[src/logic/nes_io_pkg.sv]
//********************
// shared types and constants for the console board host-control logic
// register map of the host channel, controller and OSD widths, frame slots
// referenced by scoped name from every RTL file and the bench
//********************

package nes_io_pkg;

  // widths that carry a meaning
  typedef logic [7:0]  reg_addr_t;     // host register address
  typedef logic [7:0]  byte_t;
  typedef logic [11:0] osd_addr_t;     // 4 KB OSD memory
  typedef logic [7:0]  pad_buttons_t;  // bit 0 goes out first
  typedef logic [2:0]  phase_t;

  // one write on the host channel, valid for a single cycle
  typedef struct packed {
    reg_addr_t addr;
    byte_t     data;
    logic      valid;
  } host_write_t;

  // toward the display block
  typedef struct packed {
    logic      enable;
    logic      we;      // one-cycle data strobe
    osd_addr_t addr;
    byte_t     din;
  } osd_port_t;

  // host register map
  localparam reg_addr_t REG_LOADER_CONF = 8'h35;  // bit 0 holds the console in reset
  localparam reg_addr_t REG_PAD0        = 8'h40;
  localparam reg_addr_t REG_PAD1        = 8'h41;
  localparam reg_addr_t REG_OSD_ADDR_LO = 8'h80;
  localparam reg_addr_t REG_OSD_ADDR_HI = 8'h81;  // only bits 3..0 used
  localparam reg_addr_t REG_OSD_DATA    = 8'h82;  // address advances after each byte
  localparam reg_addr_t REG_OSD_ENABLE  = 8'h83;

  // controller ports
  localparam int NUM_PADS = 2;
  localparam int PAD_BITS = $bits(pad_buttons_t);

  // six-slot frame
  // slot 0 feeds the memory side, slot 5 steps the console
  localparam int     NES_PHASES = 6;
  localparam phase_t MEM_PHASE  = 3'd0;
  localparam phase_t NES_PHASE  = 3'd5;

endpackage

[src/logic/host_reg_decoder.sv]
//********************
// host register decoder
// turns one-cycle host writes into loader config, button bytes and OSD controls
// OSD data strobe is passed through combinationally in the write cycle
//********************

module host_reg_decoder (
  input  logic                                              clk,
  input  logic                                              reset,
  input  nes_io_pkg::host_write_t                           host,
  output nes_io_pkg::pad_buttons_t [nes_io_pkg::NUM_PADS-1:0] buttons,
  output logic                                              nes_hold,
  output nes_io_pkg::osd_port_t                             osd
);

  nes_io_pkg::byte_t                                 loader_conf_q;
  nes_io_pkg::pad_buttons_t [nes_io_pkg::NUM_PADS-1:0] buttons_q;
  nes_io_pkg::osd_addr_t                             osd_addr_q;
  logic                                              osd_enable_q;

  // write decode
  logic                            wr_loader;
  logic                            wr_addr_lo;
  logic                            wr_addr_hi;
  logic                            wr_data;
  logic                            wr_enable;
  logic [nes_io_pkg::NUM_PADS-1:0] wr_pad;

  assign wr_loader  = host.valid && (host.addr == nes_io_pkg::REG_LOADER_CONF);
  assign wr_addr_lo = host.valid && (host.addr == nes_io_pkg::REG_OSD_ADDR_LO);
  assign wr_addr_hi = host.valid && (host.addr == nes_io_pkg::REG_OSD_ADDR_HI);
  assign wr_data    = host.valid && (host.addr == nes_io_pkg::REG_OSD_DATA);
  assign wr_enable  = host.valid && (host.addr == nes_io_pkg::REG_OSD_ENABLE);

  // pad registers sit at consecutive addresses from REG_PAD0
  always_comb begin
    for (int i = 0; i < nes_io_pkg::NUM_PADS; i++) begin
      wr_pad[i] = host.valid &&
                  (host.addr == nes_io_pkg::reg_addr_t'(nes_io_pkg::REG_PAD0 + i));
    end
  end

  always_ff @(posedge clk) begin
    if (reset) begin
      loader_conf_q <= '0;
      osd_enable_q  <= 1'b0;
      osd_addr_q    <= '0;
    end else begin
      if (wr_loader)
        loader_conf_q <= host.data;
      if (wr_enable)
        osd_enable_q <= host.data[0];

      // at most one of these per cycle, one address per write
      if (wr_addr_lo)
        osd_addr_q[7:0] <= host.data;
      else if (wr_addr_hi)
        osd_addr_q[11:8] <= host.data[3:0];  // upper nibble only
      else if (wr_data)
        osd_addr_q <= osd_addr_q + 1'b1;     // wraps at 4096
    end
  end

  always_ff @(posedge clk) begin
    if (reset) begin
      buttons_q <= '0;  // all released
    end else begin
      for (int i = 0; i < nes_io_pkg::NUM_PADS; i++) begin
        if (wr_pad[i])
          buttons_q[i] <= host.data;
      end
    end
  end

  assign buttons  = buttons_q;
  assign nes_hold = loader_conf_q[0];

  // display port, strobe and data straight from the host write
  assign osd.enable = osd_enable_q;
  assign osd.we     = wr_data;
  assign osd.addr   = osd_addr_q;
  assign osd.din    = host.data;

  // each data byte moves the OSD pointer by exactly one
  a_addr_advances: assert property (
    @(posedge clk) disable iff (reset)
    osd.we |=> (osd.addr == nes_io_pkg::osd_addr_t'($past(osd.addr) + 1'b1))
  );

endmodule

[src/logic/joypad_shifter.sv]
//********************
// one controller port, parallel in and serial out
// loads the button byte while strobe is high, shifts on pad clock falls
//********************

module joypad_shifter (
  input  logic                     clk,
  input  logic                     reset,
  input  logic                     strobe,
  input  logic                     pad_clock,
  input  nes_io_pkg::pad_buttons_t buttons,
  output logic                     pad_data
);

  nes_io_pkg::pad_buttons_t shift_q;
  logic                     pad_clock_q;  // previous pad clock level
  logic                     pad_fall;
  logic [3:0]               shift_cnt;    // shifts since last load, stops at 8

  assign pad_fall = pad_clock_q && !pad_clock;

  always_ff @(posedge clk) begin
    if (reset) begin
      shift_q     <= '0;
      pad_clock_q <= 1'b0;
      shift_cnt   <= '0;
    end else begin
      pad_clock_q <= pad_clock;
      if (strobe) begin  // strobe wins over a shift
        shift_q   <= buttons;
        shift_cnt <= '0;
      end else if (pad_fall) begin
        shift_q <= {1'b0, shift_q[nes_io_pkg::PAD_BITS-1:1]};  // zeros fill from the top
        if (shift_cnt != 4'(nes_io_pkg::PAD_BITS))
          shift_cnt <= shift_cnt + 1'b1;
      end
    end
  end

  assign pad_data = shift_q[0];

  // a fully drained register reads as released
  a_drained_reads_zero: assert property (
    @(posedge clk) disable iff (reset)
    (shift_cnt == 4'(nes_io_pkg::PAD_BITS)) |-> !pad_data
  );

endmodule

[src/logic/nes_control_top.sv]
//********************
// host-control side of the console board
// host register decoder, controller shifters and the frame sequencer
//********************

module nes_control_top (
  input  logic                            clk,
  input  logic                            reset,
  input  nes_io_pkg::host_write_t         host,
  input  logic                            pad_strobe,
  input  logic [nes_io_pkg::NUM_PADS-1:0] pad_clock,
  output logic [nes_io_pkg::NUM_PADS-1:0] pad_data,
  output nes_io_pkg::osd_port_t           osd,
  output logic                            run_mem,
  output logic                            run_nes,
  output logic                            nes_reset
);

  nes_io_pkg::pad_buttons_t [nes_io_pkg::NUM_PADS-1:0] pad_buttons;  // decoder to shifters
  logic                                              nes_hold;

  host_reg_decoder host_reg_decoder_inst (
    .clk      (clk),
    .reset    (reset),
    .host     (host),
    .buttons  (pad_buttons),
    .nes_hold (nes_hold),
    .osd      (osd)
  );

  // one shifter per controller port
  // serial bits go straight out as on the console bus
  for (genvar i = 0; i < nes_io_pkg::NUM_PADS; i++) begin : g_pad
    joypad_shifter joypad_shifter_inst (
      .clk       (clk),
      .reset     (reset),
      .strobe    (pad_strobe),     // shared by both ports
      .pad_clock (pad_clock[i]),
      .buttons   (pad_buttons[i]),
      .pad_data  (pad_data[i])
    );
  end

  nes_phase_seq nes_phase_seq_inst (
    .clk       (clk),
    .reset     (reset),
    .nes_hold  (nes_hold),
    .run_mem   (run_mem),
    .run_nes   (run_nes),
    .nes_reset (nes_reset)
  );

endmodule

[src/logic/nes_phase_seq.sv]
//********************
// six-slot frame sequencer
// shares one clock between a memory slot and a console step slot
// grants are held off while the console sits in reset
//********************

module nes_phase_seq (
  input  logic clk,
  input  logic reset,
  input  logic nes_hold,
  output logic run_mem,
  output logic run_nes,
  output logic nes_reset
);

  nes_io_pkg::phase_t phase_q;
  logic               last_phase;
  logic               run_mem_q;
  logic               run_nes_q;
  logic               nes_reset_q;

  assign last_phase = (phase_q == nes_io_pkg::phase_t'(nes_io_pkg::NES_PHASES - 1));

  always_ff @(posedge clk) begin
    if (reset)
      phase_q <= '0;
    else if (last_phase)
      phase_q <= '0;
    else
      phase_q <= phase_q + 1'b1;
  end

  // grants registered off the count
  // so run_mem shows in the first cycle after reset and run_nes 5 clocks on
  always_ff @(posedge clk) begin
    if (reset) begin
      run_mem_q   <= 1'b0;
      run_nes_q   <= 1'b0;
      nes_reset_q <= 1'b0;
    end else begin
      run_mem_q   <= (phase_q == nes_io_pkg::MEM_PHASE) && !nes_hold;
      run_nes_q   <= (phase_q == nes_io_pkg::NES_PHASE) && !nes_hold;
      nes_reset_q <= nes_hold;  // lines up with the grants dropping
    end
  end

  assign run_mem   = run_mem_q;
  assign run_nes   = run_nes_q;
  assign nes_reset = nes_reset_q;

  // memory and console never own the same slot
  a_grants_exclusive: assert property (
    @(posedge clk) disable iff (reset)
    !(run_mem && run_nes)
  );

  // console slot five clocks after each memory slot unless held
  a_nes_after_mem: assert property (
    @(posedge clk) disable iff (reset)
    run_mem |-> ##(nes_io_pkg::NES_PHASE - nes_io_pkg::MEM_PHASE) (run_nes || nes_reset)
  );

endmodule

[config.mk]
export PLATFORM = sky130hd
export DESIGN_NAME = nes_control_top
export DESIGN_NICKNAME = d
export VERILOG_FILES = /design/src/logic/nes_io_pkg.sv /design/src/logic/host_reg_decoder.sv /design/src/logic/joypad_shifter.sv /design/src/logic/nes_control_top.sv /design/src/logic/nes_phase_seq.sv
export SDC_FILE = /design/constraint.sdc
export NUM_CORES = 1
export LEC_CHECK = 0
export BUFFER_PORTS_ARGS = -buffer_cell sky130_fd_sc_hd__buf_2
export CORE_MARGIN = 2
export CORE_UTILIZATION = 35
export CTS_CLUSTER_SIZE = 25
export DETAILED_ROUTE_END_ITERATION = 6
export SYNTH_ARGS = -nofsm -noshare
export SYNTH_HDL_FRONTEND = slang
export SYNTH_SLANG_ARGS = --single-unit
[constraint.sdc]
create_clock -name clk -period 2.4 [get_ports clk]
set_input_delay 0.36 -clock clk [delete_from_list [all_inputs] [get_ports clk]]
set_output_delay 0.36 -clock clk [all_outputs]
set_load 0.01 [all_outputs]
==> results.toml, run 1 <==
[yosys]
synthesis.area_sq_mm = 0.002686
syn-num-nets = 317
synthArstFlopShare_pct = 0
ys_types = 47
postSynthCellCount = 291
ys_ff_latch = 54
syn_avg_cell_area_sq_um = 9.231
yosysWarnings = 0
synth_edf_count = 0
yosysSeqAreaShare_pct = 40.24
yosys_most_used_dff = "dfxtp_1"

[layout]
insertedDiodeCount = 0
design_area_sq_mm = 0.003030
stdcell_count = 423
drive_gt1_share_pct = 24.07
layout.nets = 349
syn2layout_area_growth_pct = 12.81

[timing]
finalSetupViolations = 0
period_share_pct = 90.98
rsz0062_at_grt = "no"
period_needed_ns = 2.184
slew-limit-headroom_pct = 54.10
finalHoldViolCount = 0
clock.fmax_ghz = 0.4580
timing.final.ws_setup_ns = 0.2164
tns_ns = 0
fin_skew_ns = 0.005711
maxSlewViolCount = 0
worstMarginPinSlew_ns = 0.6870

[setup_path]
critPathLaunchType = "input port"
worst-setup-path-type = "input port to output port"
regToRegSetupSlack_ns = 0.55
endpoint_kind = "output port"
worstPathArrival_ns = 1.82
required_ns = 2.04
max_stage_delay_ns = 0.56
slowest_stage = "or3_1"
cp_cell_sequence = "buf_2, or3_1, or3_1, nor2_1, buf_2"
path_max_fanout = 10

[die]
start_util_pct = 36.64
core_area_sq_mm = 0.007331
fp-row-count = 31
io_pins = 49
dieWidth_um = 91.61
die_area_sq_mm = 0.008392
chipHeight_um = 91.61

[clock_tree]
clk-insertion-delay-late_ns = 0.31
ctsResizeCount = 0
clockBufferDepth = 2
hold_buffers = 0
cts_tree = "built"
clk_pin_slew_ns = 0.09
cts_buffers = 5
postCtsSetupBuffers = 0
cts.sinks = 54
cts_max_level = 2
clock_tree.root_cell = "clkbuf_8"

[routing]
vias_per_cell = 5.130
wl_met3_um = 309
drt_iter0_markers = 69
post-route-drc-count = 0
num_vias = 2170
wl_per_cell_um = 14.55
detail_route.first_pass.iterations = 4
wl_um = 6153
met1_length_um = 3226
top_layer_used = "met4"
routed-wl-met2_um = 2567
ant_nets = 0

[grt]
overflow = 0
grt_pass1_vias = 1969
grt_pass1_wl_um = 10180
groute.usage.overall_pct = 15.08
grt_antenna_before_repair = 0
grt_max_degree = 34

[place]
port_buffers = 48
gp_congestion = 0.8287
post_dp_cell_area_sq_mm = 0.002924
placed_cells = 415
post-place-ws_ns = 0.1607
dp_hpwl_um = 4366

[flow_run]
drv_cap = 0

[power]
power_mw = 1.684
power.leakage_nw = 1.257
peakVddDrop_uv = 260.7
p_per_area_mw_per_mm2 = 555.6

[worst_hold_path]
hp-class = "input port to flip-flop"

[run_status]
status = "finished, final reports clean"
[metrics by stage]
| step | hold WS [ns] | utilization [%] |
|---|---|---|
| after floorplan | 0.4340 | - |
| after global placement | 0.4729 | 39.89 |
| after detailed placement | 0.4808 | 39.89 |
| after CTS | 0.2670 | 41.34 |
| after global routing | 0.2861 | 41.34 |
| final | 0.2686 | 41.34 |
[cells in the final DEF (no fill, tap or decap), types with 3 or more instances in the layout]
master,Yosys,final
nor3_1,7,7
nor2b_1,11,11
clkbuf_8,0,5
nand3_1,7,7
a21oi_1,12,12
buf_2,2,48
nand4_1,5,5
nor4_1,3,3
and2_1,4,4
nand2b_1,4,4
o21ai_0,12,12
nor2_1,41,41
nand2_1,7,7
buf_4,12,6
inv_1,6,6
mux2_2,14,14
mux2i_1,34,34
dfxtp_1,54,54
ha_1,4,4
or3_1,5,5
[cell type report]
type	count	area, sq um
fillers	760	4300
multi-input cells	202	1411
flip-flops and latches	54	1081
repair buffers	54	285.3
well taps	99	123.9
clock buffers	7	76.32
clock inverters	1	30.03
inverters	6	22.52
[where the power goes]
group | leakage [nW] | internal (mW) | switching, mW
registers | 0.436 | 0.909 | 0.0126
logic | 0.768 | 0.0637 | 0.0941
clock network | 0.0524 | 0.313 | 0.292
total | 1.26 | 1.29 | 0.399
[cells in the mapped netlist, types with 3 or more instances]
library cell / number / area (sq um)
a21oi_1: 12 / 60.06
and2_1: 4 / 25.02
buf_4: 12 / 90.09
clkbuf_1: 12 / 45.04
dfxtp_1: 54 / 1081
ha_1: 4 / 50.05
inv_1: 6 / 22.52
mux2_2: 14 / 157.7
mux2i_1: 34 / 340.3
nand2_1: 7 / 26.28
nand2b_1: 4 / 25.02
nand3_1: 7 / 35.03
nand4_1: 5 / 31.28
nor2_1: 41 / 153.9
nor2b_1: 11 / 68.82
nor3_1: 7 / 35.03
nor4_1: 3 / 18.77
o21ai_0: 12 / 60.06
or3_1: 5 / 31.28
[state kept, by name (all words and copies together) (netlist names)]
register and flops:
g_pad.joypad_shifter_inst.shift_q 16, host_reg_decoder_inst.buttons 16, host_reg_decoder_inst.osd_addr_q 12, nes_phase_seq_inst.phase_q 3, g_pad.joypad_shifter_inst.pad_clock_q 2, host_reg_decoder_inst.loader_conf_q 1, host_reg_decoder_inst.osd_enable_q 1, nes_phase_seq_inst.nes_reset 1
nes_phase_seq_inst.run_mem 1, nes_phase_seq_inst.run_nes 1
[path summary, 6_finish.rpt]
check / from / endpoint / depth (start not counted)
min: pad_clock[0] / g_pad[0].joypad_shifter_inst.pad_clock_q / 2
max: host[11] / osd[20] / 5
min reg2reg: host_reg_decoder_inst.buttons[2] / g_pad[0].joypad_shifter_inst.shift_q[2] / 2
max reg2reg: host_reg_decoder_inst.osd_addr_q[2] / host_reg_decoder_inst.osd_addr_q[9] / 4
[per-layer routing]
layer / vias up / GRT usage [%]
li1: 1081 / -
met1: 1034 / 21.85
met2: 51 / 22.49
met3: 4 / 3.287
met4: 0 / 4.167
met5: - / 0
[cell families (layout without fill, tap and decap cells)]
family | Yosys count | count (layout) | synth area share, %
AO/OA/AOI/OAI | 38 | 38 | 8.850
adder cells (fa/ha/maj) | 4 | 4 | 1.863
multiplexers | 48 | 48 | 18.54
XOR/XNOR | 1 | 1 | 0.3261
AND/OR/NAND/NOR | 111 | 111 | 22.96
flip-flops | 54 | 54 | 40.24
buffers and inverters | 35 | 68 | 7.219
[critical path, delay by kind of cell]
kind | cells | cell delay, ns
buf+inv | 2 | 0.25
simple gates | 3 | 1.22
No activity file was read; power rests on OpenSTA's default activity.
==> inputs of run 2 (changes only) <==
- SYNTH_HIERARCHICAL: default -> 1
==> results.toml, run 2 <==
[yosys]
syn_avg_cell_area_sq_um = 9.388
synthArstFlopShare_pct = 0
ys_types = 44
synth_top_area_share_pct = 40.83
ys_top_cells_by_area = "dfxtp_1, a2111oi_2, mux2i_1"
synth.most_common_cell = "dfxtp_1"
yosys_most_used_dff = "dfxtp_1"
ys_ff_latch = 54
syn-num-nets = 308
synthesis.area_sq_mm = 0.002648
synth.cells.most_frequent = "dfxtp_1, nor2_1, nor3_1"
synth_edf_count = 0
yosysSeqAreaShare_pct = 40.83
yosysWarnings = 6
yosys.area.top_type = "dfxtp_1"
postSynthCellCount = 282

[run_status]
status = "finished, final reports clean"

[setup_path]
cp_cell_sequence = "ha_1, and3_1, nand4_1, or4_1, a311oi_1"
worstPathArrival_ns = 2.13
max_stage_delay_ns = 0.44
worst-setup-path-type = "flip-flop to flip-flop"
critPathLaunchType = "flip-flop"
path_max_fanout = 5
required_ns = 2.62
slowest_stage = "or4_1"
endpoint_kind = "flip-flop"

[clock_tree]
postCtsSetupBuffers = 0
cts_max_level = 2
clock_tree.root_cell = "clkbuf_8"
clockBufferDepth = 2
cts_tree = "built"
ctsResizeCount = 0
clk-insertion-delay-late_ns = 0.31
cts.sinks = 54
clk_pin_slew_ns = 0.10
hold_buffers = 0
cts_buffers = 5

[timing]
clock.fmax_ghz = 0.5230
finalHoldViolCount = 0
rsz0062_at_grt = "no"
finalSetupViolations = 0
fin_skew_ns = 0.01332
worstMarginPinSlew_ns = 0.7214
period_needed_ns = 1.912
maxSlewViolCount = 0
period_share_pct = 79.67
slew-limit-headroom_pct = 51.91
tns_ns = 0

[place]
gp_congestion = 0.7850
dp_hpwl_um = 4323
port_buffers = 48

[die]
dieWidth_um = 90.98
chipHeight_um = 90.98
core_area_sq_mm = 0.007292
io_pins = 49
start_util_pct = 36.31
die_area_sq_mm = 0.008276
fp-row-count = 31

[grt]
grt_pass1_wl_um = 10120
groute.usage.overall_pct = 14.95
grt_antenna_before_repair = 0
grt_max_degree = 39
overflow = 0
grt_pass1_vias = 2052

[routing]
post-route-drc-count = 0
wl_per_cell_um = 14.43
detail_route.first_pass.iterations = 4
vias_per_cell = 5.200
wl_um = 6045
ant_nets = 0
drt_iter0_markers = 134
num_vias = 2179

[power]
power.leakage_nw = 1.143
p_per_area_mw_per_mm2 = 534.3
peakVddDrop_uv = 277.5
power_mw = 1.606

[layout]
syn2layout_area_growth_pct = 13.52
drive_gt1_share_pct = 26.56
final_core_util_pct = 41.21
final_common_cell = "dfxtp_1"
insertedDiodeCount = 0
layout.nets = 346
mostFrequentLayoutCells = "dfxtp_1, buf_2, nor2_1"

[worst_hold_path]
hp-class = "input port to flip-flop"

[flow_run]
drv_cap = 0
==> run 2: logic make-up after synthesis <==
| group | after synthesis | share of synthesized area (%) |
|---|---|---|
| buffers and inverters | 40 | 7.609 |
| DFF | 54 | 40.83 |
| AOI/OAI and AO/OA | 51 | 17.11 |
| and+or+nand+nor | 114 | 25.38 |
| adders and majority gates | 4 | 1.890 |
| muxes | 19 | 7.183 |
==> run 2: stage by stage <==
stage	worst slack (ns)	cells	hold slack, ns	instance area, sq um
finish	0.4879	419	0.2820	3005
global route	0.3360	419	0.2995	3005
CTS	0.4837	419	0.2740	3005
detailed placement	0.3463	412	0.4628	2923
global placement	0.3722	412	0.4515	2923
floorplan	0.6192	282	0.4224	2648
==> run 2: final timing paths <==
kind / from / to / slack (ns) / depth (start not counted)
hold / removal: pad_clock[0] / g_pad[0].joypad_shifter_inst/pad_clock_q / 0.28 / 2
setup reg to reg: host_reg_decoder_inst/osd_addr_q[1] / host_reg_decoder_inst/osd_addr_q[10] / 0.49 / 5
hold reg to reg: host_reg_decoder_inst/buttons[14] / g_pad[1].joypad_shifter_inst/shift_q[6] / 0.47 / 2
setup / recovery: host_reg_decoder_inst/osd_addr_q[1] / host_reg_decoder_inst/osd_addr_q[10] / 0.49 / 5
==> run 2: power breakdown <==
group | internal (mW) | switching, mW | total (mW) | leakage (nW)
Clock | 0.203 | 0.297 | 0.499 | 0.0444
Combinational | 0.0699 | 0.107 | 0.177 | 0.660
Sequential | 0.918 | 0.0123 | 0.930 | 0.439
Total | 1.19 | 0.416 | 1.61 | 1.14
==> run 2: area by class of cell <==
type | count | area (sq um)
fill | 758 | 4287
multi-input combinational | 188 | 1365
sequential | 54 | 1081
timing repair buffer | 55 | 292.8
tap | 99 | 123.9
clock buffer | 5 | 68.82
inverter | 16 | 60.06
clock inverter | 2 | 13.76
==> run 2: metal layers <==
| metal | wire (um) | up-vias | share of wire, % | track usage (%) |
|---|---|---|---|---|
| li1 | - | 1095 | - | - |
| met1 | 2872 | 1022 | 48 | 20.34 |
| met2 | 2807 | 54 | 46 | 23.52 |
| met3 | 286 | 8 | 4.7 | 3.485 |
| met4 | 78 | 0 | 1.3 | 4.545 |
| met5 | 0 | - | 0 | 0 |
==> run 2: worst max-delay path: cells and delay by family (launching register included) <==
| family | cells | cell delay [ns] |
|---|---|---|
| adders and majority gates | 1 | 0.27 |
| DFF | 1 | 0.42 |
| and+or+nand+nor | 3 | 0.88 |
| AOI/OAI and AO/OA | 1 | 0.26 |
==> inputs of run 3 (changes only) <==
- clock period: 2.4 -> 1.8 ns (I/O delays scaled with it)
==> results.toml, run 3 (synthesis gave the netlist of run 2 again) <==
[clock_tree]
hold_buffers = 0
clk-insertion-delay-late_ns = 0.32
cts_tree = "built"
cts.sinks = 54
clockBufferDepth = 2
clock_tree.root_cell = "clkbuf_8"
cts_buffers = 5
clk_pin_slew_ns = 0.11
cts_max_level = 2

[grt]
grt_pass1_vias = 2140
grt_pass1_wl_um = 10400
grt_antenna_before_repair = 0
overflow = 0
grt_max_degree = 45
groute.usage.overall_pct = 15.39

[run_status]
status = "finished, final reports clean"

[die]
fp-row-count = 31
core_area_sq_mm = 0.007292
chipHeight_um = 90.98
start_util_pct = 36.31
io_pins = 49
die_area_sq_mm = 0.008276
dieWidth_um = 90.98

[worst_hold_path]
hp-class = "input port to flip-flop"

[place]
placed_cells = 430
port_buffers = 48
post_dp_cell_area_sq_mm = 0.003083
dp_hpwl_um = 4503
gp_congestion = 0.8956

[layout]
insertedDiodeCount = 0
drive_gt1_share_pct = 31.47
syn2layout_area_growth_pct = 20.56
stdcell_count = 439
mostFrequentLayoutCells = "dfxtp_1, buf_2, nor2_1"
final_common_cell = "dfxtp_1"
layout.nets = 365
design_area_sq_mm = 0.003192

[routing]
ant_nets = 0
wl_um = 6240
post-route-drc-count = 0
num_vias = 2253
detail_route.first_pass.iterations = 4
vias_per_cell = 5.132
drt_iter0_markers = 64
wl_per_cell_um = 14.21

[timing]
worstMarginPinSlew_ns = 0.8551
clock.fmax_ghz = 0.5795
finalHoldViolCount = 0
maxSlewViolCount = 0
fin_skew_ns = 0.01486
finalSetupViolations = 0
period_share_pct = 95.88
period_needed_ns = 1.726
slew-limit-headroom_pct = 43.00
rsz0062_at_grt = "no"

[power]
p_per_area_mw_per_mm2 = 690.9
power_mw = 2.205
peakVddDrop_uv = 374.8
power.leakage_nw = 1.246

[setup_path]
max_stage_delay_ns = 0.43
required_ns = 2.02
worst-setup-path-type = "flip-flop to flip-flop"
critPathLaunchType = "flip-flop"
path_max_fanout = 5
slowest_stage = "or4_1"
endpoint_kind = "flip-flop"
regToRegSetupSlack_ns = 0.07
cp_cell_sequence = "ha_1, and3_1, nand4_1, or4_1, a311oi_1"
worstPathArrival_ns = 1.95

[flow_run]
drv_cap = 0
## run 3: cell types whose count changed in the layout (fill, tap and decap cells not counted), sizes merged
| cell | delta |
|---|---|
| buf | +19 |
| clkinvlp | +1 |
## run 3: stage by stage
stage	TNS [ns]	util (%)	setup WS, ns	hold WS [ns]
final	0	43.77	0.07425	0.1775
after global routing	0	43.77	0.008860	0.2035
after CTS	0	43.57	0.01978	0.1779
after detailed placement	-0.7668	42.28	-0.1354	0.4556
after global placement	-0.5003	42.28	-0.08935	0.4524
after floorplan	0	-	0.09386	0.3324
## run 3: metal layers
layer	part of all wire [%]	GRT usage [%]	vias up
met1	49	20.67	1061
li1	-	-	1136
met5	0	0	-
met3	4.2	3.402	13
met2	45	24.26	43
met4	2.2	5.556	0
## run 3: power breakdown
part           switching [mW]  internal, mW  total (mW)  leakage (nW)
registers              0.0159          1.22        1.24         0.441
clock network           0.434         0.282       0.716        0.0447
logic                   0.147         0.105       0.252         0.761
## run 3: area by class of cell
type / count / area, sq um
inverter: 16 / 60.06
multi-input combinational: 188 / 1365
clock inverter: 3 / 25.02
sequential: 54 / 1089
timing repair buffer: 74 / 460.4
tap: 99 / 123.9
clock buffer: 5 / 68.82
fill: 756 / 4100
## run 3: worst max-delay path, delay by kind of cell (launching register included)
family	cells	cell delay (ns)
and+or+nand+nor	3	0.80
AOI/OAI and AO/OA	1	0.28
adders and majority gates	1	0.17
DFF	1	0.39
## run 3: worst paths after layout
check,start,endpoint,depth (start not counted)
worst min-delay path,pad_clock[0],g_pad[0].joypad_shifter_inst/pad_clock_q,2
worst max register to register,host_reg_decoder_inst/osd_addr_q[0],host_reg_decoder_inst/osd_addr_q[8],5
worst min register to register,host_reg_decoder_inst/buttons[14],g_pad[1].joypad_shifter_inst/shift_q[6],2
worst max-delay path,host_reg_decoder_inst/osd_addr_q[0],host_reg_decoder_inst/osd_addr_q[8],5
## run 3: what timing repair did
| action | CTS | global route |
|---|---|---|
| setup endpoints to repair | 0 | 2 |
| setup buffers | 0 | 1 |
| gates resized for setup | 0 | 4 |
